$ cat config.mk
export PLATFORM = sky130hd
export DESIGN_NAME = decode_stage
export DESIGN_NICKNAME = d
export VERILOG_FILES = /design/src/hdl/riscv_pkg.sv /design/src/hdl/decode_if.sv /design/src/hdl/decode_stage.sv /design/src/hdl/decode_issue_reg.sv /design/src/hdl/decode_ctl_fsm.sv /design/src/hdl/decode_credit_counter.sv /design/src/hdl/riscv_decoder_ctl_imm.sv
export VERILOG_INCLUDE_DIRS = /design/src /design/src/hdl
export SDC_FILE = /design/constraint.sdc
export NUM_CORES = 1
export LEC_CHECK = 0
export BUFFER_PORTS_ARGS = -buffer_cell sky130_fd_sc_hd__buf_4
export CORE_ASPECT_RATIO = 2
export CORE_MARGIN = 10
export CORE_UTILIZATION = 35
export CTS_BUF_LIST = sky130_fd_sc_hd__clkbuf_8
export DETAILED_ROUTE_END_ITERATION = 8
export SYNTH_ARGS = -nofsm -noshare
export SYNTH_HDL_FRONTEND = slang
export SYNTH_HIERARCHICAL = 1
export SYNTH_SLANG_ARGS = --single-unit
$ cat constraint.sdc
create_clock -name clk -period 5.4 [get_ports clk]
set_input_delay 0.81 -clock clk [delete_from_list [all_inputs] [get_ports clk]]
set_output_delay 0.81 -clock clk [all_outputs]
set_load 0.02 [all_outputs]
$ cat src/hdl/riscv_macros.svh
/*
 * rv32 decode stage definitions
 * widths, issue credit depth and instruction match patterns
 */
`ifndef RISCV_MACROS_SVH
`define RISCV_MACROS_SVH

`define DATA_WIDTH 32

// buffer slots held by execute, also the credit count after reset
`define DEC_CREDITS 2
`define CREDIT_CNT_W ($clog2((`DEC_CREDITS) + 1))

// full-length forms, fields are funct7 rs2 rs1 funct3 rd opcode
`define LUI   32'b????????????????????_?????_0110111
`define AUIPC 32'b????????????????????_?????_0010111
`define JAL   32'b????????????????????_?????_1101111
`define JALR  32'b????????????_?????_000_?????_1100111

`define BEQ   32'b???????_?????_?????_000_?????_1100011
`define BNE   32'b???????_?????_?????_001_?????_1100011
`define BLT   32'b???????_?????_?????_100_?????_1100011
`define BGE   32'b???????_?????_?????_101_?????_1100011
`define BLTU  32'b???????_?????_?????_110_?????_1100011
`define BGEU  32'b???????_?????_?????_111_?????_1100011

`define LB    32'b????????????_?????_000_?????_0000011
`define LH    32'b????????????_?????_001_?????_0000011
`define LW    32'b????????????_?????_010_?????_0000011
`define LBU   32'b????????????_?????_100_?????_0000011
`define LHU   32'b????????????_?????_101_?????_0000011
`define SB    32'b???????_?????_?????_000_?????_0100011
`define SH    32'b???????_?????_?????_001_?????_0100011
`define SW    32'b???????_?????_?????_010_?????_0100011

`define ADDI  32'b????????????_?????_000_?????_0010011
`define SLTI  32'b????????????_?????_010_?????_0010011
`define SLTIU 32'b????????????_?????_011_?????_0010011
`define XORI  32'b????????????_?????_100_?????_0010011
`define ORI   32'b????????????_?????_110_?????_0010011
`define ANDI  32'b????????????_?????_111_?????_0010011
`define SLLI  32'b0000000_?????_?????_001_?????_0010011
`define SRLI  32'b0000000_?????_?????_101_?????_0010011
`define SRAI  32'b0100000_?????_?????_101_?????_0010011

`define ADD   32'b0000000_?????_?????_000_?????_0110011
`define SUB   32'b0100000_?????_?????_000_?????_0110011
`define SLL   32'b0000000_?????_?????_001_?????_0110011
`define SLT   32'b0000000_?????_?????_010_?????_0110011
`define SLTU  32'b0000000_?????_?????_011_?????_0110011
`define XOR   32'b0000000_?????_?????_100_?????_0110011
`define SRL   32'b0000000_?????_?????_101_?????_0110011
`define SRA   32'b0100000_?????_?????_101_?????_0110011
`define OR    32'b0000000_?????_?????_110_?????_0110011
`define AND   32'b0000000_?????_?????_111_?????_0110011

// compressed forms, matched on the low half-word
`define C_ADDI 16'b000_?_?????_?????_01
`define C_JAL  16'b001_???????????_01
`define C_LI   16'b010_?_?????_?????_01
`define C_LUI  16'b011_?_?????_?????_01
`define C_SUB  16'b100_0_11_???_00_???_01
`define C_J    16'b101_???????????_01
`define C_BEQZ 16'b110_???_???_?????_01
`define C_BNEZ 16'b111_???_???_?????_01
`define C_LW   16'b010_???_???_??_???_00
`define C_SW   16'b110_???_???_??_???_00
`define C_LWSP 16'b010_?_?????_?????_10
`define C_SWSP 16'b110_??????_?????_10
`define C_MV   16'b100_0_?????_?????_10
`define C_ADD  16'b100_1_?????_?????_10

`endif
$ cat src/hdl/riscv_pkg.sv
/*
 * rv32 decode types
 * opcode encodings for execute and the stage states
 */
package riscv_pkg;

  typedef enum logic [3:0] {
    ALU_ADD,
    ALU_SUB,
    ALU_AND,
    ALU_OR,
    ALU_XOR,
    ALU_SLL,
    ALU_SRL,
    ALU_SRA,
    ALU_SLT,
    ALU_SLTU
  } alu_op_e;

  // nine load/store codes, so four bits wide
  typedef enum logic [3:0] {
    LSU_NONE,
    LSU_LW,
    LSU_LH,
    LSU_LB,
    LSU_LHU,
    LSU_LBU,
    LSU_SW,
    LSU_SH,
    LSU_SB
  } lsu_op_e;

  typedef enum logic [2:0] {
    BR_NONE,
    BR_BEQ,
    BR_BNE,
    BR_BLT,
    BR_BGE,
    BR_BLTU,
    BR_BGEU
  } br_op_e;

  typedef enum logic [1:0] {
    RUN,
    STALL,
    HALT
  } dec_state_e;

endpackage

$ cat src/hdl/decode_if.sv
/*
 * decoded control bundle, decoder to issue register
 */
`timescale 1ns/1ns
`include "riscv_macros.svh"

interface decode_if;

  logic [`DATA_WIDTH-1:0] imm;
  riscv_pkg::alu_op_e     alu_op;
  riscv_pkg::lsu_op_e     lsu_op;
  riscv_pkg::br_op_e      br_op;
  logic                   rd_en;
  logic                   use_imm;
  logic                   use_pc;
  logic                   alu;
  logic                   lsu;
  logic                   jal;
  logic                   lui;
  logic                   auipc;
  logic                   illegal;

  modport source (
    output imm, alu_op, lsu_op, br_op, rd_en, use_imm, use_pc,
    output alu, lsu, jal, lui, auipc, illegal
  );

  modport sink (
    input imm, alu_op, lsu_op, br_op, rd_en, use_imm, use_pc,
    input alu, lsu, jal, lui, auipc, illegal
  );

endinterface

$ cat src/hdl/decode_stage.sv
/*
 * rv32 decode stage top
 * decoder, credit flow control and issue register
 */
`timescale 1ns/1ns
`include "riscv_macros.svh"

module decode_stage (
  input  logic                   clk,
  input  logic                   rst_n,
  input  logic [31:0]            instr,
  input  logic                   compressed,
  input  logic                   instr_valid,
  output logic                   instr_ready,
  input  logic                   credit_return,
  input  logic                   halt_clear,
  output logic                   out_valid,
  output logic [`DATA_WIDTH-1:0] out_imm,
  output riscv_pkg::alu_op_e     out_alu_op,
  output riscv_pkg::lsu_op_e     out_lsu_op,
  output riscv_pkg::br_op_e      out_br_op,
  output logic                   out_rd_en,
  output logic                   out_use_imm,
  output logic                   out_use_pc,
  output logic                   out_alu,
  output logic                   out_lsu,
  output logic                   out_jal,
  output logic                   out_lui,
  output logic                   out_auipc,
  output logic                   out_illegal
);

  logic load;
  logic credit_avail;

  decode_if dec_bus ();

  riscv_decoder_ctl_imm i_decoder (
    .instr     (instr),
    .compressed(compressed),
    .dec       (dec_bus.source)
  );

  // every load is an issue, so it debits one credit
  decode_credit_counter i_credit (
    .clk          (clk),
    .rst_n        (rst_n),
    .issue        (load),
    .credit_return(credit_return),
    .credit_avail (credit_avail)
  );

  decode_ctl_fsm i_ctl (
    .clk         (clk),
    .rst_n       (rst_n),
    .instr_valid (instr_valid),
    .illegal     (dec_bus.illegal),
    .credit_avail(credit_avail),
    .halt_clear  (halt_clear),
    .instr_ready (instr_ready),
    .load        (load)
  );

  decode_issue_reg i_issue (
    .clk        (clk),
    .rst_n      (rst_n),
    .load       (load),
    .dec        (dec_bus.sink),
    .out_valid  (out_valid),
    .out_imm    (out_imm),
    .out_alu_op (out_alu_op),
    .out_lsu_op (out_lsu_op),
    .out_br_op  (out_br_op),
    .out_rd_en  (out_rd_en),
    .out_use_imm(out_use_imm),
    .out_use_pc (out_use_pc),
    .out_alu    (out_alu),
    .out_lsu    (out_lsu),
    .out_jal    (out_jal),
    .out_lui    (out_lui),
    .out_auipc  (out_auipc),
    .out_illegal(out_illegal)
  );

endmodule

$ cat src/hdl/decode_issue_reg.sv
/*
 * issue register
 * captures the decoded bundle and presents it to execute for one cycle
 */
`timescale 1ns/1ns
`include "riscv_macros.svh"

module decode_issue_reg (
  input  logic                   clk,
  input  logic                   rst_n,
  input  logic                   load,
  decode_if.sink                 dec,
  output logic                   out_valid,
  output logic [`DATA_WIDTH-1:0] out_imm,
  output riscv_pkg::alu_op_e     out_alu_op,
  output riscv_pkg::lsu_op_e     out_lsu_op,
  output riscv_pkg::br_op_e      out_br_op,
  output logic                   out_rd_en,
  output logic                   out_use_imm,
  output logic                   out_use_pc,
  output logic                   out_alu,
  output logic                   out_lsu,
  output logic                   out_jal,
  output logic                   out_lui,
  output logic                   out_auipc,
  output logic                   out_illegal
);

  // one pulse per accepted instruction
  always_ff @(posedge clk or negedge rst_n) begin
    if (!rst_n) begin
      out_valid <= 1'b0;
    end else begin
      out_valid <= load;
    end
  end

  always_ff @(posedge clk) begin
    if (load) begin
      out_imm     <= dec.imm;
      out_alu_op  <= dec.alu_op;
      out_lsu_op  <= dec.lsu_op;
      out_br_op   <= dec.br_op;
      out_rd_en   <= dec.rd_en;
      out_use_imm <= dec.use_imm;
      out_use_pc  <= dec.use_pc;
      out_alu     <= dec.alu;
      out_lsu     <= dec.lsu;
      out_jal     <= dec.jal;
      out_lui     <= dec.lui;
      out_auipc   <= dec.auipc;
      out_illegal <= dec.illegal;
    end
  end

endmodule

$ cat src/hdl/decode_ctl_fsm.sv
/*
 * decode stage control
 * run, credit stall and halt on an illegal instruction
 */
`timescale 1ns/1ns

module decode_ctl_fsm (
  input  logic clk,
  input  logic rst_n,
  input  logic instr_valid,
  input  logic illegal,
  input  logic credit_avail,
  input  logic halt_clear,
  output logic instr_ready,
  output logic load
);

  riscv_pkg::dec_state_e state;
  riscv_pkg::dec_state_e state_next;

  // ready follows the credit count directly
  // stall marks the cycles after the counter reported empty
  assign instr_ready = (state != riscv_pkg::HALT) && credit_avail;
  assign load        = instr_valid && instr_ready;

  always_ff @(posedge clk or negedge rst_n) begin
    if (!rst_n) begin
      state <= riscv_pkg::RUN;
    end else begin
      state <= state_next;
    end
  end

  always_comb begin
    state_next = state;
    case (state)
      riscv_pkg::RUN, riscv_pkg::STALL: begin
        if (load && illegal) begin
          state_next = riscv_pkg::HALT;
        end else if (credit_avail) begin
          state_next = riscv_pkg::RUN;
        end else begin
          state_next = riscv_pkg::STALL;
        end
      end
      riscv_pkg::HALT: begin
        if (halt_clear) begin
          state_next = credit_avail ? riscv_pkg::RUN : riscv_pkg::STALL;
        end
      end
      default: state_next = riscv_pkg::RUN;
    endcase
  end

  a_no_load_halt: assert property (@(posedge clk) disable iff (!rst_n)
    state == riscv_pkg::HALT |-> !load);

endmodule

$ cat src/hdl/decode_credit_counter.sv
/*
 * issue credit counter
 * tracks free slots in the execute input buffer
 */
`timescale 1ns/1ns
`include "riscv_macros.svh"

module decode_credit_counter (
  input  logic clk,
  input  logic rst_n,
  input  logic issue,
  input  logic credit_return,
  output logic credit_avail
);

  logic [`CREDIT_CNT_W-1:0] credit_cnt;

  // issue and return in one cycle cancel out
  always_ff @(posedge clk or negedge rst_n) begin
    if (!rst_n) begin
      credit_cnt <= `CREDIT_CNT_W'(`DEC_CREDITS);
    end else if (issue && !credit_return) begin
      credit_cnt <= credit_cnt - 1'b1;
    end else if (credit_return && !issue) begin
      credit_cnt <= credit_cnt + 1'b1;
    end
  end

  // registered count, a returned credit is usable the next cycle
  assign credit_avail = (credit_cnt != '0);

  a_cnt_bound: assert property (@(posedge clk) disable iff (!rst_n)
    credit_cnt <= `CREDIT_CNT_W'(`DEC_CREDITS));

  a_no_issue_empty: assert property (@(posedge clk) disable iff (!rst_n)
    issue |-> credit_cnt != '0);

endmodule

$ cat src/hdl/riscv_decoder_ctl_imm.sv
/*
 * rv32ic instruction decoder
 * builds the immediate, the unit opcodes and the operand flags
 */
`timescale 1ns/1ns
`include "riscv_macros.svh"

module riscv_decoder_ctl_imm (
  input  logic [31:0] instr,
  input  logic        compressed,
  decode_if.source    dec
);

  logic [15:0] in16;

  logic [`DATA_WIDTH-1:0] imm_i;
  logic [`DATA_WIDTH-1:0] imm_s;
  logic [`DATA_WIDTH-1:0] imm_b;
  logic [`DATA_WIDTH-1:0] imm_u;
  logic [`DATA_WIDTH-1:0] imm_j;
  logic [`DATA_WIDTH-1:0] imm_shamt;

  logic [`DATA_WIDTH-1:0] c_imm6;
  logic [`DATA_WIDTH-1:0] c_imm_j;
  logic [`DATA_WIDTH-1:0] c_imm_b;
  logic [`DATA_WIDTH-1:0] c_imm_lui;
  logic [`DATA_WIDTH-1:0] c_imm_lwsw;
  logic [`DATA_WIDTH-1:0] c_imm_lwsp;
  logic [`DATA_WIDTH-1:0] c_imm_swsp;

  assign in16      = instr[15:0];

  assign imm_i     = {{20{instr[31]}}, instr[31:20]};
  assign imm_s     = {{20{instr[31]}}, instr[31:25], instr[11:7]};
  assign imm_b     = {{20{instr[31]}}, instr[7], instr[30:25], instr[11:8], 1'b0};
  assign imm_u     = {instr[31:12], 12'b0};
  assign imm_j     = {{12{instr[31]}}, instr[19:12], instr[20], instr[30:21], 1'b0};
  // shift amount only, funct7 stays out of the operand
  assign imm_shamt = {27'b0, instr[24:20]};

  assign c_imm6     = {{27{in16[12]}}, in16[6:2]};
  assign c_imm_j    = {{21{in16[12]}}, in16[8], in16[10:9], in16[6], in16[7], in16[2],
                       in16[11], in16[5:3], 1'b0};
  assign c_imm_b    = {{24{in16[12]}}, in16[6:5], in16[2], in16[11:10], in16[4:3], 1'b0};
  assign c_imm_lui  = {{15{in16[12]}}, in16[6:2], 12'b0};
  assign c_imm_lwsw = {25'b0, in16[5], in16[12:10], in16[6], 2'b00};
  assign c_imm_lwsp = {24'b0, in16[3:2], in16[12], in16[6:4], 2'b00};
  assign c_imm_swsp = {24'b0, in16[8:7], in16[12:9], 2'b00};

  always_comb begin
    dec.imm     = '0;
    dec.alu_op  = riscv_pkg::ALU_ADD;
    dec.lsu_op  = riscv_pkg::LSU_NONE;
    dec.br_op   = riscv_pkg::BR_NONE;
    dec.rd_en   = 1'b0;
    dec.use_imm = 1'b0;
    dec.use_pc  = 1'b0;
    dec.alu     = 1'b0;
    dec.lsu     = 1'b0;
    dec.jal     = 1'b0;
    dec.lui     = 1'b0;
    dec.auipc   = 1'b0;
    dec.illegal = 1'b0;

    if (compressed) begin
      casez (in16)
        `C_ADDI, `C_LI: begin
          {dec.alu, dec.rd_en, dec.use_imm} = 3'b111;
          dec.imm = c_imm6;
        end
        `C_LUI: begin
          // rd of x2 is c.addi16sp, not decoded here
          if (in16[11:7] == 5'd2) begin
            dec.illegal = 1'b1;
          end else begin
            {dec.alu, dec.rd_en, dec.use_imm, dec.lui} = 4'b1111;
            dec.imm = c_imm_lui;
          end
        end
        `C_SUB: begin
          {dec.alu, dec.rd_en} = 2'b11;
          dec.alu_op = riscv_pkg::ALU_SUB;
        end
        `C_MV, `C_ADD: begin
          // rs2 of x0 selects c.jr, c.jalr or c.ebreak
          if (in16[6:2] == 5'd0) begin
            dec.illegal = 1'b1;
          end else begin
            {dec.alu, dec.rd_en} = 2'b11;
          end
        end
        `C_J, `C_JAL: begin
          {dec.jal, dec.alu, dec.use_imm} = 3'b111;
          // only c.jal links into x1
          dec.rd_en = !in16[15];
          dec.imm   = c_imm_j;
        end
        `C_BEQZ, `C_BNEZ: begin
          {dec.use_pc, dec.use_imm} = 2'b11;
          dec.br_op = in16[13] ? riscv_pkg::BR_BNE : riscv_pkg::BR_BEQ;
          dec.imm   = c_imm_b;
        end
        `C_LW, `C_LWSP: begin
          {dec.lsu, dec.rd_en, dec.use_imm} = 3'b111;
          dec.lsu_op = riscv_pkg::LSU_LW;
          dec.imm    = in16[1] ? c_imm_lwsp : c_imm_lwsw;
        end
        `C_SW, `C_SWSP: begin
          {dec.lsu, dec.use_imm} = 2'b11;
          dec.lsu_op = riscv_pkg::LSU_SW;
          dec.imm    = in16[1] ? c_imm_swsp : c_imm_lwsw;
        end
        default: dec.illegal = 1'b1;
      endcase
    end else begin
      // legality and opcode first, operand format follows from the major opcode
      casez (instr)
        `ADD, `ADDI:   dec.alu_op = riscv_pkg::ALU_ADD;
        `SUB:          dec.alu_op = riscv_pkg::ALU_SUB;
        `AND, `ANDI:   dec.alu_op = riscv_pkg::ALU_AND;
        `OR, `ORI:     dec.alu_op = riscv_pkg::ALU_OR;
        `XOR, `XORI:   dec.alu_op = riscv_pkg::ALU_XOR;
        `SLL, `SLLI:   dec.alu_op = riscv_pkg::ALU_SLL;
        `SRL, `SRLI:   dec.alu_op = riscv_pkg::ALU_SRL;
        `SRA, `SRAI:   dec.alu_op = riscv_pkg::ALU_SRA;
        `SLT, `SLTI:   dec.alu_op = riscv_pkg::ALU_SLT;
        `SLTU, `SLTIU: dec.alu_op = riscv_pkg::ALU_SLTU;
        `LW:           dec.lsu_op = riscv_pkg::LSU_LW;
        `LH:           dec.lsu_op = riscv_pkg::LSU_LH;
        `LB:           dec.lsu_op = riscv_pkg::LSU_LB;
        `LHU:          dec.lsu_op = riscv_pkg::LSU_LHU;
        `LBU:          dec.lsu_op = riscv_pkg::LSU_LBU;
        `SW:           dec.lsu_op = riscv_pkg::LSU_SW;
        `SH:           dec.lsu_op = riscv_pkg::LSU_SH;
        `SB:           dec.lsu_op = riscv_pkg::LSU_SB;
        `BEQ:          dec.br_op  = riscv_pkg::BR_BEQ;
        `BNE:          dec.br_op  = riscv_pkg::BR_BNE;
        `BLT:          dec.br_op  = riscv_pkg::BR_BLT;
        `BGE:          dec.br_op  = riscv_pkg::BR_BGE;
        `BLTU:         dec.br_op  = riscv_pkg::BR_BLTU;
        `BGEU:         dec.br_op  = riscv_pkg::BR_BGEU;
        `JAL, `JALR, `LUI, `AUIPC: ;
        default:       dec.illegal = 1'b1;
      endcase

      if (!dec.illegal) begin
        case (instr[6:0])
          // register-register alu
          7'b0110011: {dec.alu, dec.rd_en} = 2'b11;
          7'b0010011: begin
            {dec.alu, dec.rd_en, dec.use_imm} = 3'b111;
            // funct3 001 and 101 are the shifts
            dec.imm = (instr[13:12] == 2'b01) ? imm_shamt : imm_i;
          end
          7'b0000011: begin
            {dec.lsu, dec.rd_en, dec.use_imm} = 3'b111;
            dec.imm = imm_i;
          end
          7'b0100011: begin
            {dec.lsu, dec.use_imm} = 2'b11;
            dec.imm = imm_s;
          end
          7'b1100011: begin
            {dec.use_pc, dec.use_imm} = 2'b11;
            dec.imm = imm_b;
          end
          7'b1101111, 7'b1100111: begin
            {dec.jal, dec.alu, dec.rd_en, dec.use_imm} = 4'b1111;
            dec.imm = instr[3] ? imm_j : imm_i;
          end
          7'b0110111: begin
            {dec.lui, dec.alu, dec.rd_en, dec.use_imm} = 4'b1111;
            dec.imm = imm_u;
          end
          7'b0010111: begin
            {dec.auipc, dec.alu, dec.rd_en, dec.use_imm, dec.use_pc} = 5'b11111;
            dec.imm = imm_u;
          end
          default: ;
        endcase
      end
    end
  end

endmodule

# After elaboration in Yosys (flattened, before gate mapping)
# Index checks and enable logic that the tools add are counted.
# totals
register_bits	57
word_cells	184
# op_classes
n_addsub	2
n_eq_ne	63
muxes	62
reduce_logical	41
# ops
cell	count
$pmux W32 S6	2
$mux W32	4
$eq A10 B10 Y1 const B	10
$eq A17 B10 Y1 const B	5
$eq A17 B16 Y1 const B	3
$eq A10 B9 Y1 const B	4
$reduce_or A2 Y1	20
$reduce_or A37 Y1	1
$pmux W4 S9	1
$mux W1	35
$eq A17 B8 Y1 const B	2
$eq A17 B9 Y1 const B	2
$pmux W4 S8	1
$eq A10 B8 Y1 const B	3
$eq A5 B5 Y1 const B	5
$eq A7 B6 Y1 const B	3
$eq A7 B7 Y1 const B	3
$eq A10 B7 Y1 const B	2
$eq A5 B4 Y1 const B	4
$mux W20	1
$pmux W3 S6	1
$eq A17 B6 Y1 const B	1
$mux W8	2
$eq A7 B5 Y1 const B	2
other kinds (33)	51

# Depth between registers and ports, before layout
# Gate-level depths: netlist of the first run.
# logic_depth
ltp_word	8
depth_mapped	11
ltp_nobuf	8

# Cells and area by module
# Netlist of the first run, hierarchy kept.
# by_module_without_submodules
module	n_inst	cells_per_inst	area_per_inst_um2	seq_area_each_um2
riscv_decoder_ctl_imm	1	296	1757.9	0.0
decode_issue_reg	1	53	1586.5	1586.5
decode_credit_counter	1	9	103.8	51.3
decode_ctl_fsm	1	9	91.3	50.0

# Least setup slack after synthesis of the first run
# Ideal clock, no wire load.
# synth_timing
path_type	input to register
start	in instr_valid
end	reg i_credit.credit_cnt[1]
setup_ns	0.075
arrival_time_ns	2.864
t_required_ns	5.325
slack_ns	2.461
cell_stages	4
path_cell_list	and3_1 > ha_1 > nor2_1 > xor2_1
# synth_via
elab_chain_len	4
# synth_lines
item	line_no	rtl
from (decl)	decode_stage.sv:13	input logic instr_valid,
$logic_and A1 B1 Y1 (*)	decode_ctl_fsm.sv:24	assign load = instr_valid && instr_ready;
$logic_not A1 Y1	decode_credit_counter.sv:24	end else if (credit_return && !issue) begin
$logic_and A1 B1 Y1	decode_credit_counter.sv:24	
$reduce_bool A2 Y1 (no line)	n/a	
to (signal assigned)	decode_credit_counter.sv:21	credit_cnt <= `CREDIT_CNT_W'(`DEC_CREDITS);
to (signal assigned)	decode_credit_counter.sv:23	credit_cnt <= credit_cnt - 1'b1;
to (signal assigned)	decode_credit_counter.sv:25	credit_cnt <= credit_cnt + 1'b1;
to (decl)	decode_credit_counter.sv:16	logic [`CREDIT_CNT_W-1:0] credit_cnt;
# Every way passes the cells marked *; elsewhere a longest branch is shown, timed or not.
# A chain may end at the register's enable or synchronous reset.

# Worst setup path after layout of the first run
# layout_timing
start	in instr[5]
end	reg i_issue.out_imm[0] (data pin)
# layout_via
elab_chain_len	6
# layout_lines
item	line_no	rtl
from (decl)	decode_stage.sv:11	input logic [31:0] instr,
$eq A17 B6 Y1, or another cell as far along	riscv_decoder_ctl_imm.sv:117	casez (instr)
$reduce_or A37 Y1 (no line)	n/a	
$mux W1	riscv_decoder_ctl_imm.sv:117	
$mux W1	riscv_decoder_ctl_imm.sv:65	if (compressed) begin
$mux W32 (*)	riscv_decoder_ctl_imm.sv:146	if (!dec.illegal) begin
$mux W32 (*)	riscv_decoder_ctl_imm.sv:65	
via dec_bus.imm[0]	decode_if.sv:9	logic [`DATA_WIDTH-1:0] imm;
to (signal assigned)	decode_issue_reg.sv:40	out_imm <= dec.imm;
to (decl)	decode_issue_reg.sv:14	output logic [`DATA_WIDTH-1:0] out_imm,
# The timed path passes the listed nets; every way through them passes the cells marked *. The select of a mux whose other input is x is not followed.

==> impl_results.md, run 1 <==
* Fraction of registers with async set or reset after synthesis at 8.77%
* Total of max-cap violations at 0
* Share of the synthesized area in the top cell type at 44.1%
* I/O Buffers at 91
* Core Area at 9830 sq um
* WP data required at 5.44 ns
* DRC at 0
* Iteration count of the initial detailed-routing pass at 5
* Proportion of layout cells with a drive suffix above 1 at 29.4%
* Synth unique cells at 68
* Initial detailed-routing violation count at 389
* Final WS setup at 2.38 ns
* DRT antenna net count at 0
* Crit path launch type: input pin
* Final Cycle Share at 55.9%
* Synthesized cell area at 3540 sq um
* Post-DP Area at 4250 sq um
* GRT Residual Overflow at 0
* Sequential fraction of the synthesis area at 47.7%
* Final net count at 479
* Largest stage delay on the critical path at 0.84 ns
* PD cells at 376 nW/um^2
* Clock power share at 25.8%
* Vias in the first global route at 3544
* Boundary Pins at 92
* Post_cts resized at 0
* Synth Warn # at 6
* Routed vias/inst at 5.89
* Clk slew on worst S/H paths at 0.07 ns
* Synth top area cells: edfxtp_1, a21oi_1, dfrtp_1
* Pint at 1100 uW
* Main synth FF type: edfxtp_1
* CTS Buf Count at 9
* Clk_lat worst skew at 0.36 ns
* GP Congestion at 0.948
* Switching Share at 34.5%
* DRT Wirelength at 13.2 mm
* Final antenna diode count at 0
* Mapped Cells at 367
* Worst slack, placed at 2.04 ns
* WS Path Type: input pin to flip-flop
* H-tree Lvls at 3
* Syn avg cell area at 9.64 sq um
* Final setup viols at 0
* Fill cells at 1005
* Switch Pwr at 580 uW
* Worst R2R Path Depth at 6
* Clock root buffer: clkbuf_8
* Area Growth Syn to Fin at 26.0%
* Die height at 162 um
* Flop pwr share at 40.7%
* Setup Buffers After CTS at 0
* Hold crit path type: input pin to async pin
* Worst Tran Pin Value at 1.04 ns
* Combinational Power Share at 33.5%
* Worst setup EP type: flip-flop
* Final Skew at 0.00953 ns
* CP max-delay cell: o31ai_4
* Number of synthesized flops with an enable pin at 52
* Die Span X at 91.1 um
* Num rows at 51
* Worst Path Max Fanout at 27
* DPL Wire Length at 10.0 mm
* Hold WS at 0.247 ns
* TNS Setup at 0 ns
* FMAX at 331 MHz
* Flops & latches, synth at 57
* Initial antenna violation count at 0
* DR WL/cell at 22.8 um
* Gr usage total at 17.6%
* CTS tree: built
* Area leader, netlist: edfxtp_1
* Final hold violation count at 0
* Full die area at 14800 sq um
* Initial Util at 36.0%
* Crit path arrival time at 3.06 ns
* Ordered list of cells on the worst path: buf_4 -> inv_1 -> or3_1 -> o32ai_1 -> o211a_2 -> o31ai_4 -> o21ai_0
* Max VDD drop at 123 uV
* CTS sink cnt at 57
* RSZ-0062 raised after global routing: false
* Lkg Pwr at 0.00163 uW
* Final instance area at 4460 sq um
* Max_slew headroom at 30.6%
* Bufs on Longest Clock Path at 2
* DR vias at 3397
* Syn nets at 406
* CTS Hold Bufs at 0
* Largest net degree at the start of global routing at 40
* Status: finished, final reports clean
* Pins Over Slew Limit at 0
* Fin crit period at 3.02 ns
* First-pass GRT wire length at 20.2 mm
sequential cells by signal, indices dropped and copies added, names as in the netlist:
name	flops
i_issue/out_alu_op	4
i_issue/out_auipc	1
i_credit/credit_cnt	2
i_issue/out_rd_en	1
i_issue/out_imm	32
i_issue/out_lui	1
i_issue/out_lsu_op	4
i_issue/out_jal	1
i_issue/out_lsu	1
i_issue/out_alu	1
i_issue/out_use_imm	1
i_issue/out_br_op	3
i_issue/out_valid	1
i_ctl/state	2
i_issue/out_use_pc	1
i_issue/out_illegal	1
power groups by stage:
stage	combinational, uW	sequential, uW	clock (uW)
after detailed placement	571	694	0
final	563	683	433
after CTS	572	685	442
after floorplan	164	835	0
after global placement	566	690	0
after global routing	599	698	458
synthesized netlist by cell type (all sizes together), types with 3 or more instances:
master  count
nor2b       3
nor4        3
nor3       15
inv         8
o31ai       7
a21oi      41
xnor2       3
nand3      19
a31oi       3
and3        5
o41ai       4
a21o        3
edfxtp     52
nand4       3
dfrtp       4
buf        18
a22oi       8
nor2       26
clkbuf     12
nand2b      8
o21ai      36
o22ai      17
nand2      24
a221oi      3
and2        5
or3         6
kinds of logic (layout without fill, tap and decap cells):
group	count (synthesis)	count (layout)	synth area share (%)
AO/OA/AOI/OAI	136	136	24.3
AND/OR/NAND/NOR	129	129	21.2
flip-flops	57	57	47.7
buffers and inverters	39	117	5.23
XOR/XNOR	4	4	0.990
adder cells (fa/ha/maj)	1	1	0.353
multiplexers	1	1	0.318
critical path, delay by kind of cell:
| kind | cells | cell delay [ns] |
|---|---|---|
| buf+inv | 2 | 0.46 |
| simple gates | 1 | 0.26 |
| compound gates | 4 | 1.52 |
final timing paths:
| check | to | startpoint | slack (ns) |
|---|---|---|---|
| min in group clk | i_ctl/state[0]$_DFFE_PN0P_ | i_ctl/state[1]$_DFFE_PN0P_ | 0.49 |
| max in group asynchronous | i_credit/credit_cnt[1]$_DFFE_PN1P_ | rst_n | 4.96 |
| setup / recovery | i_issue/out_imm[0]$_DFFE_PP_ | instr[5] | 2.38 |
| hold reg to reg | i_ctl/state[0]$_DFFE_PN0P_ | i_ctl/state[1]$_DFFE_PN0P_ | 0.49 |
| setup reg to reg | i_credit/credit_cnt[1]$_DFFE_PN1P_ | i_credit/credit_cnt[1]$_DFFE_PN1P_ | 3.04 |
| hold / removal | i_issue/out_valid$_DFF_PN0_ | rst_n | 0.25 |
area by class of cell:
type                    count  area, sq um  area share, %
flip-flops and latches     57         1690           37.8
repair buffers             92          691           15.5
clock buffers              12          165           3.70
inverters                   9         33.8          0.757
multi-input cells         271         1670           37.4
clock inverters             4         50.0           1.12
well taps                 132          165           3.70
layer usage:
layer	vias up	share of wire, %	global-route usage (%)
met3	41	5.4	3.83
met5	-	0	0
met4	0	5.7	12.2
li1	1550	-	-
met1	1643	35	17.7
met2	163	54	31.3
through the flow:
stage / utilization (%) / power (uW) / std cells
after floorplan: - / 1000 / 367
after global placement: 43.2 / 1260 / 561
after detailed placement: 43.2 / 1260 / 561
after CTS: 45.4 / 1700 / 577
after global routing: 45.4 / 1750 / 577
final: 45.4 / 1680 / 577
cells in the final DEF (no fill, tap or decap), types with 2 or more instances in the layout:
cell         n
nand4b_4     2
o21ai_1     18
or3_1        5
edfxtp_1    52
a21oi_1     41
nand3_1     19
a31o_2       2
a21o_1       3
o21ai_0     18
xnor2_1      3
nor2_1      25
o22ai_1     16
dfrtp_1      4
a22oi_1      8
inv_1        7
nor4_1       2
o32ai_1      2
nand4_1      3
clkbuf_8    12
and2_1       5
buf_4       92
nor3_1      12
and3_1       4
or4_1        2
nor3_2       2
o31ai_1      5
a221oi_1     3
nand2b_1     7
o41ai_1      3
clkinvlp_4   2
nand2_1     23
a31oi_1      3
or2_1        2
nor2b_1      3
No activity file was read; power rests on OpenSTA's default activity.
==> run 2: changes to the inputs <==
Clock period 5.4 ns to 2.9 ns, I/O delays scaled along.
==> impl_results.md, run 2 (synthesis gave the netlist of run 1 again) <==
* Status: finished, final reports clean
* CTS tree: built
* Worst Path Max Fanout at 17
* Worst Tran Pin Value at 0.594 ns
* Proportion of layout cells with a drive suffix above 1 at 30.9%
* Initial Util at 36.0%
* Pins Over Slew Limit at 0
* Area Growth Syn to Fin at 29.8%
* Final std cells w/o fill at 592
* I/O Buffers at 91
* PD cells at 693 nW/um^2
* Max VDD drop at 370 uV
* DRT Wirelength at 13.5 mm
* Final antenna diode count at 0
* Clk_lat worst skew at 0.35 ns
* DRC at 0
* Gr usage total at 18.1%
* Die Span X at 91.1 um
* Utilization after layout at 46.8%
* Final Skew at 0.0133 ns
* WS Path Type: input pin to flip-flop
* Iteration count of the initial detailed-routing pass at 5
* Core Area at 9830 sq um
* Clock root buffer: clkbuf_8
* WP data required at 2.98 ns
* Initial detailed-routing violation count at 368
* Clk slew on worst S/H paths at 0.06 ns
* DR vias at 3494
* CTS Buf Count at 9
* Final net count at 494
* DRT antenna net count at 0
* Full die area at 14800 sq um
* TNS Setup at 0 ns
* Final instance area at 4600 sq um
* Commonest cells after routing, fill and taps aside: buf_4, edfxtp_1, a21oi_1
* Hold crit path type: input pin to flip-flop
* Final hold violation count at 0
* Max reg flops at 32
* FF-to-FF setup slack at 1.00 ns
* GRT Residual Overflow at 0
* Bufs on Longest Clock Path at 2
* Largest net degree at the start of global routing at 28
* Setup Buffers After CTS at 0
* Final setup viols at 0
* FMAX at 435 MHz
* Routed vias/inst at 5.90
* H-tree Lvls at 3
* Worst setup EP type: flip-flop
* DPL Wire Length at 10.5 mm
* Initial antenna violation count at 0
* Final Cycle Share at 79.3%
* GP Congestion at 0.968
* Boundary Pins at 92
* Regs by FF count: i_issue/out_imm: 32 flops, i_issue/out_alu_op: 4 flops, i_issue/out_lsu_op: 4 flops
* Crit path arrival time at 2.38 ns
* Crit path launch type: input pin
* Post-DP Area at 4360 sq um
* Max_slew headroom at 60.3%
* First-pass GRT wire length at 20.5 mm
* Total of max-cap violations at 0
* Fin crit period at 2.30 ns
* RSZ-0062 raised after global routing: false
* Largest register by flop count: i_issue/out_imm
* Lkg Pwr at 0.00173 uW
* Die height at 162 um
* DR WL/cell at 22.8 um
* CTS sink cnt at 57
* Most common cell after layout, fill and taps aside: buf_4
* Num rows at 51
* Cells after DPL at 575
* Vias in the first global route at 3564
## run 2: worst paths after layout
| path | start | to | cells after the start |
|---|---|---|---|
| worst max register to register | i_credit/credit_cnt[1]$_DFFE_PN1P_ | i_credit/credit_cnt[1]$_DFFE_PN1P_ | 5 |
| worst min register to register | i_ctl/state[1]$_DFFE_PN0P_ | i_ctl/state[0]$_DFFE_PN0P_ | 1 |
| worst min-delay path | halt_clear | i_ctl/state[1]$_DFFE_PN0P_ | 2 |
| min in group asynchronous | rst_n | i_issue/out_valid$_DFF_PN0_ | 2 |
| max in group asynchronous | rst_n | i_credit/credit_cnt[1]$_DFFE_PN1P_ | 2 |
| worst max-delay path | instr[5] | i_issue/out_imm[3]$_DFFE_PP_ | 8 |
## run 2: area by class of cell
cell class | count | area, sq um
Clock buffer | 11 | 151
Multi-Input combinational cell | 271 | 1670
Timing Repair Buffer | 107 | 818
Clock inverter | 5 | 71.3
Fill cell | 994 | 5230
Tap cell | 132 | 165
Inverter | 9 | 33.8
Sequential cell | 57 | 1690
## run 2: metal layers
metal | track usage, % | share of wire (%) | vias to the layer above
met3 | 3.19 | 5.7 | 44
met2 | 33.2 | 55 | 201
met5 | 0 | 0 | -
met1 | 18.0 | 34 | 1667
met4 | 11.8 | 5.1 | 0
li1 | - | - | 1582
## run 2: per-stage QoR
step / worst slack [ns] / total power [uW] / hold WS [ns]
6_report: 0.601 / 3180 / 0.308
5_1_grt: 0.465 / 3320 / 0.308
4_1_cts: 0.636 / 3230 / 0.297
3_5_place_dp: 0.283 / 2380 / 0.241
3_3_place_gp: 0.389 / 2370 / 0.238
2_1_floorplan: 0.121 / 1860 / 0.139
## run 2: report_power, final
group	leakage [uW]	switching [uW]	internal, uW
logic	0.00104	669	400
clock network	0.000123	320	521
registers	0.000563	76.8	1200
total	0.00173	1070	2120
## run 2: timing repair
item                      CTS  global route
resized for setup           0             0
hold endpoints to repair    4             0
hold buffers                1             0
## run 2: worst max-delay path, stage by stage
cell and delay [ns]:
buf_4 0.17, inv_1 0.28, or3_1 0.26, o32ai_1 0.12, o211a_2 0.29, o31ai_4 0.49, buf_12 0.21, o22ai_1 0.10
==> run 3: changes to the inputs <==
Clock period 2.9 ns to 2.4 ns, I/O delays scaled along.
==> impl_results.md, run 3 (synthesis gave the netlist of run 1 again) <==
* DRT antenna net count at 0
* Initial Util at 36.0%
* DR WL/cell at 22.8 um
* CTS Buf Count at 9
* Num rows at 51
* Top cell by count, worst path: buf_4
* Total of max-cap violations at 0
* Ordered list of cells on the worst path: buf_4 -> nor4b_1 -> a21oi_1 -> a21oi_1 -> and2_1 -> buf_4 -> o31ai_4 -> buf_4 -> o22ai_1
* Clk_lat worst skew at 0.35 ns
* RSZ-0062 raised after global routing: false
* Final WS setup at 0.331 ns
* Cells after DPL at 601
* CTS sink cnt at 57
* Hold WS at 0.208 ns
* Fin crit period at 2.07 ns
* Max_slew headroom at 65.7%
* Clk slew on worst S/H paths at 0.06 ns
* Utilization after layout at 48.3%
* Worst slack, placed at -0.00893 ns
* Combinational Power Share at 35.3%
* Final net count at 520
* I/O Buffers at 91
* Commonest cells after routing, fill and taps aside: buf_4, edfxtp_1, a21oi_1
* CP max-delay cell: nor4b_1
* GP Congestion at 0.989
* Area Growth Syn to Fin at 34.0%
* Final setup viols at 0
* DR vias at 3527
* Iteration count of the initial detailed-routing pass at 7
* Crit path launch type: input pin
* Initial detailed-routing violation count at 296
* Max VDD drop at 530 uV
* First-pass GRT wire length at 21.6 mm
* Boundary Pins at 92
* Pint at 2410 uW
* GRT Residual Overflow at 0
* DRC at 0
* PD cells at 784 nW/um^2
* Hold crit path type: input pin to flip-flop
* Flop pwr share at 41.2%
* Initial antenna violation count at 0
* Final std cells w/o fill at 618
* Largest register by flop count: i_issue/out_imm
* CTS Hold Bufs at 1
* Worst setup EP type: flip-flop
* Core Area at 9830 sq um
* Final Skew at 0.00542 ns
* Area of the multi-input gates at 1670 sq um
* WP data required at 2.59 ns
* DRT Wirelength at 14.1 mm
* Largest net degree at the start of global routing at 34
* Sequential Area at 1690 sq um
* Clock power share at 23.4%
* Status: finished, final reports clean
* Switching Share at 35.1%
* Worst Path Max Fanout at 19
* Fill cells at 985
* Max reg flops at 32
* Switch Pwr at 1310 uW
* Pins Over Slew Limit at 0
* Most common cell after layout, fill and taps aside: buf_4
* WS Path Type: input pin to flip-flop
* Final Cycle Share at 86.2%
* FMAX at 483 MHz
* Setup Buffers After CTS at 0
* TNS Setup at 0 ns
* Die height at 162 um
* Lkg Pwr at 0.00182 uW
* H-tree Lvls at 3
* Final antenna diode count at 0
* Bufs on Longest Clock Path at 2
* Proportion of layout cells with a drive suffix above 1 at 34.8%
* Regs by FF count: i_issue/out_imm: 32 flops, i_issue/out_alu_op: 4 flops, i_issue/out_lsu_op: 4 flops
* Largest stage delay on the critical path at 0.39 ns
* Post_cts resized at 0
* Gr usage total at 19.1%
* CTS tree: built
* Routed vias/inst at 5.71
* Die Span X at 91.1 um
* Final hold violation count at 0
* Clock root buffer: clkbuf_8
* Crit path arrival time at 2.26 ns
* Full die area at 14800 sq um
* Worst Tran Pin Value at 0.512 ns
* DPL Wire Length at 11.0 mm
* Vias in the first global route at 3683
[run 3: power groups by stage]
stage / Clock [uW] / Sequential [uW] / Combinational (uW)
finish: 872 / 1530 / 1310
global placement: 0 / 1550 / 1320
detailed placement: 0 / 1560 / 1340
floorplan: 0 / 1870 / 372
global route: 932 / 1570 / 1410
CTS: 896 / 1540 / 1340
[run 3: stage by stage]
step                power, uW  instance area (sq um)
CTS                      3780                   4740
global route             3910                   4740
finish                   3720                   4740
floorplan                2240                   3540
detailed placement       2890                   4550
global placement         2870                   4550
[run 3: path summary, 6_finish.rpt]
kind                                                     from                            endpoint  cells past startpoint  slack, ns
max                                                 instr[13]        i_issue/out_imm[1]$_DFFE_PP_                      9       0.33
min                                                halt_clear          i_ctl/state[1]$_DFFE_PN0P_                      2       0.21
max reg2reg                i_credit/credit_cnt[1]$_DFFE_PN1P_       i_issue/out_imm[20]$_DFFE_PP_                      3       0.76
min reg2reg                        i_ctl/state[1]$_DFFE_PN0P_          i_ctl/state[0]$_DFFE_PN0P_                      1       0.48
max in group asynchronous                               rst_n  i_credit/credit_cnt[1]$_DFFE_PN1P_                      2       1.85
min in group asynchronous                               rst_n  i_credit/credit_cnt[0]$_DFFE_PN0P_                      2       0.35
[run 3: worst max-delay path: cells and delay by family]
kind | cells | cell delay [ns]
simple gates | 2 | 0.62
buf+inv | 3 | 0.57
compound gates | 4 | 0.70
[run 3: final cells by class]
class / instances / area share, %
Sequential cell: 57 / 35.6
Clock buffer: 9 / 2.61
Inverter: 9 / 0.712
Tap cell: 132 / 3.48
Timing Repair Buffer: 133 / 21.1
Clock inverter: 7 / 1.32
Multi-Input combinational cell: 271 / 35.2
[run 3: per-layer routing]
layer | wire (um) | GRT usage (%) | up-vias
li1 | - | - | 1639
met1 | 5010 | 19.3 | 1704
met2 | 7640 | 34.8 | 146
met3 | 795 | 4.76 | 38
met4 | 622 | 10.2 | 0
met5 | 0 | 0 | -
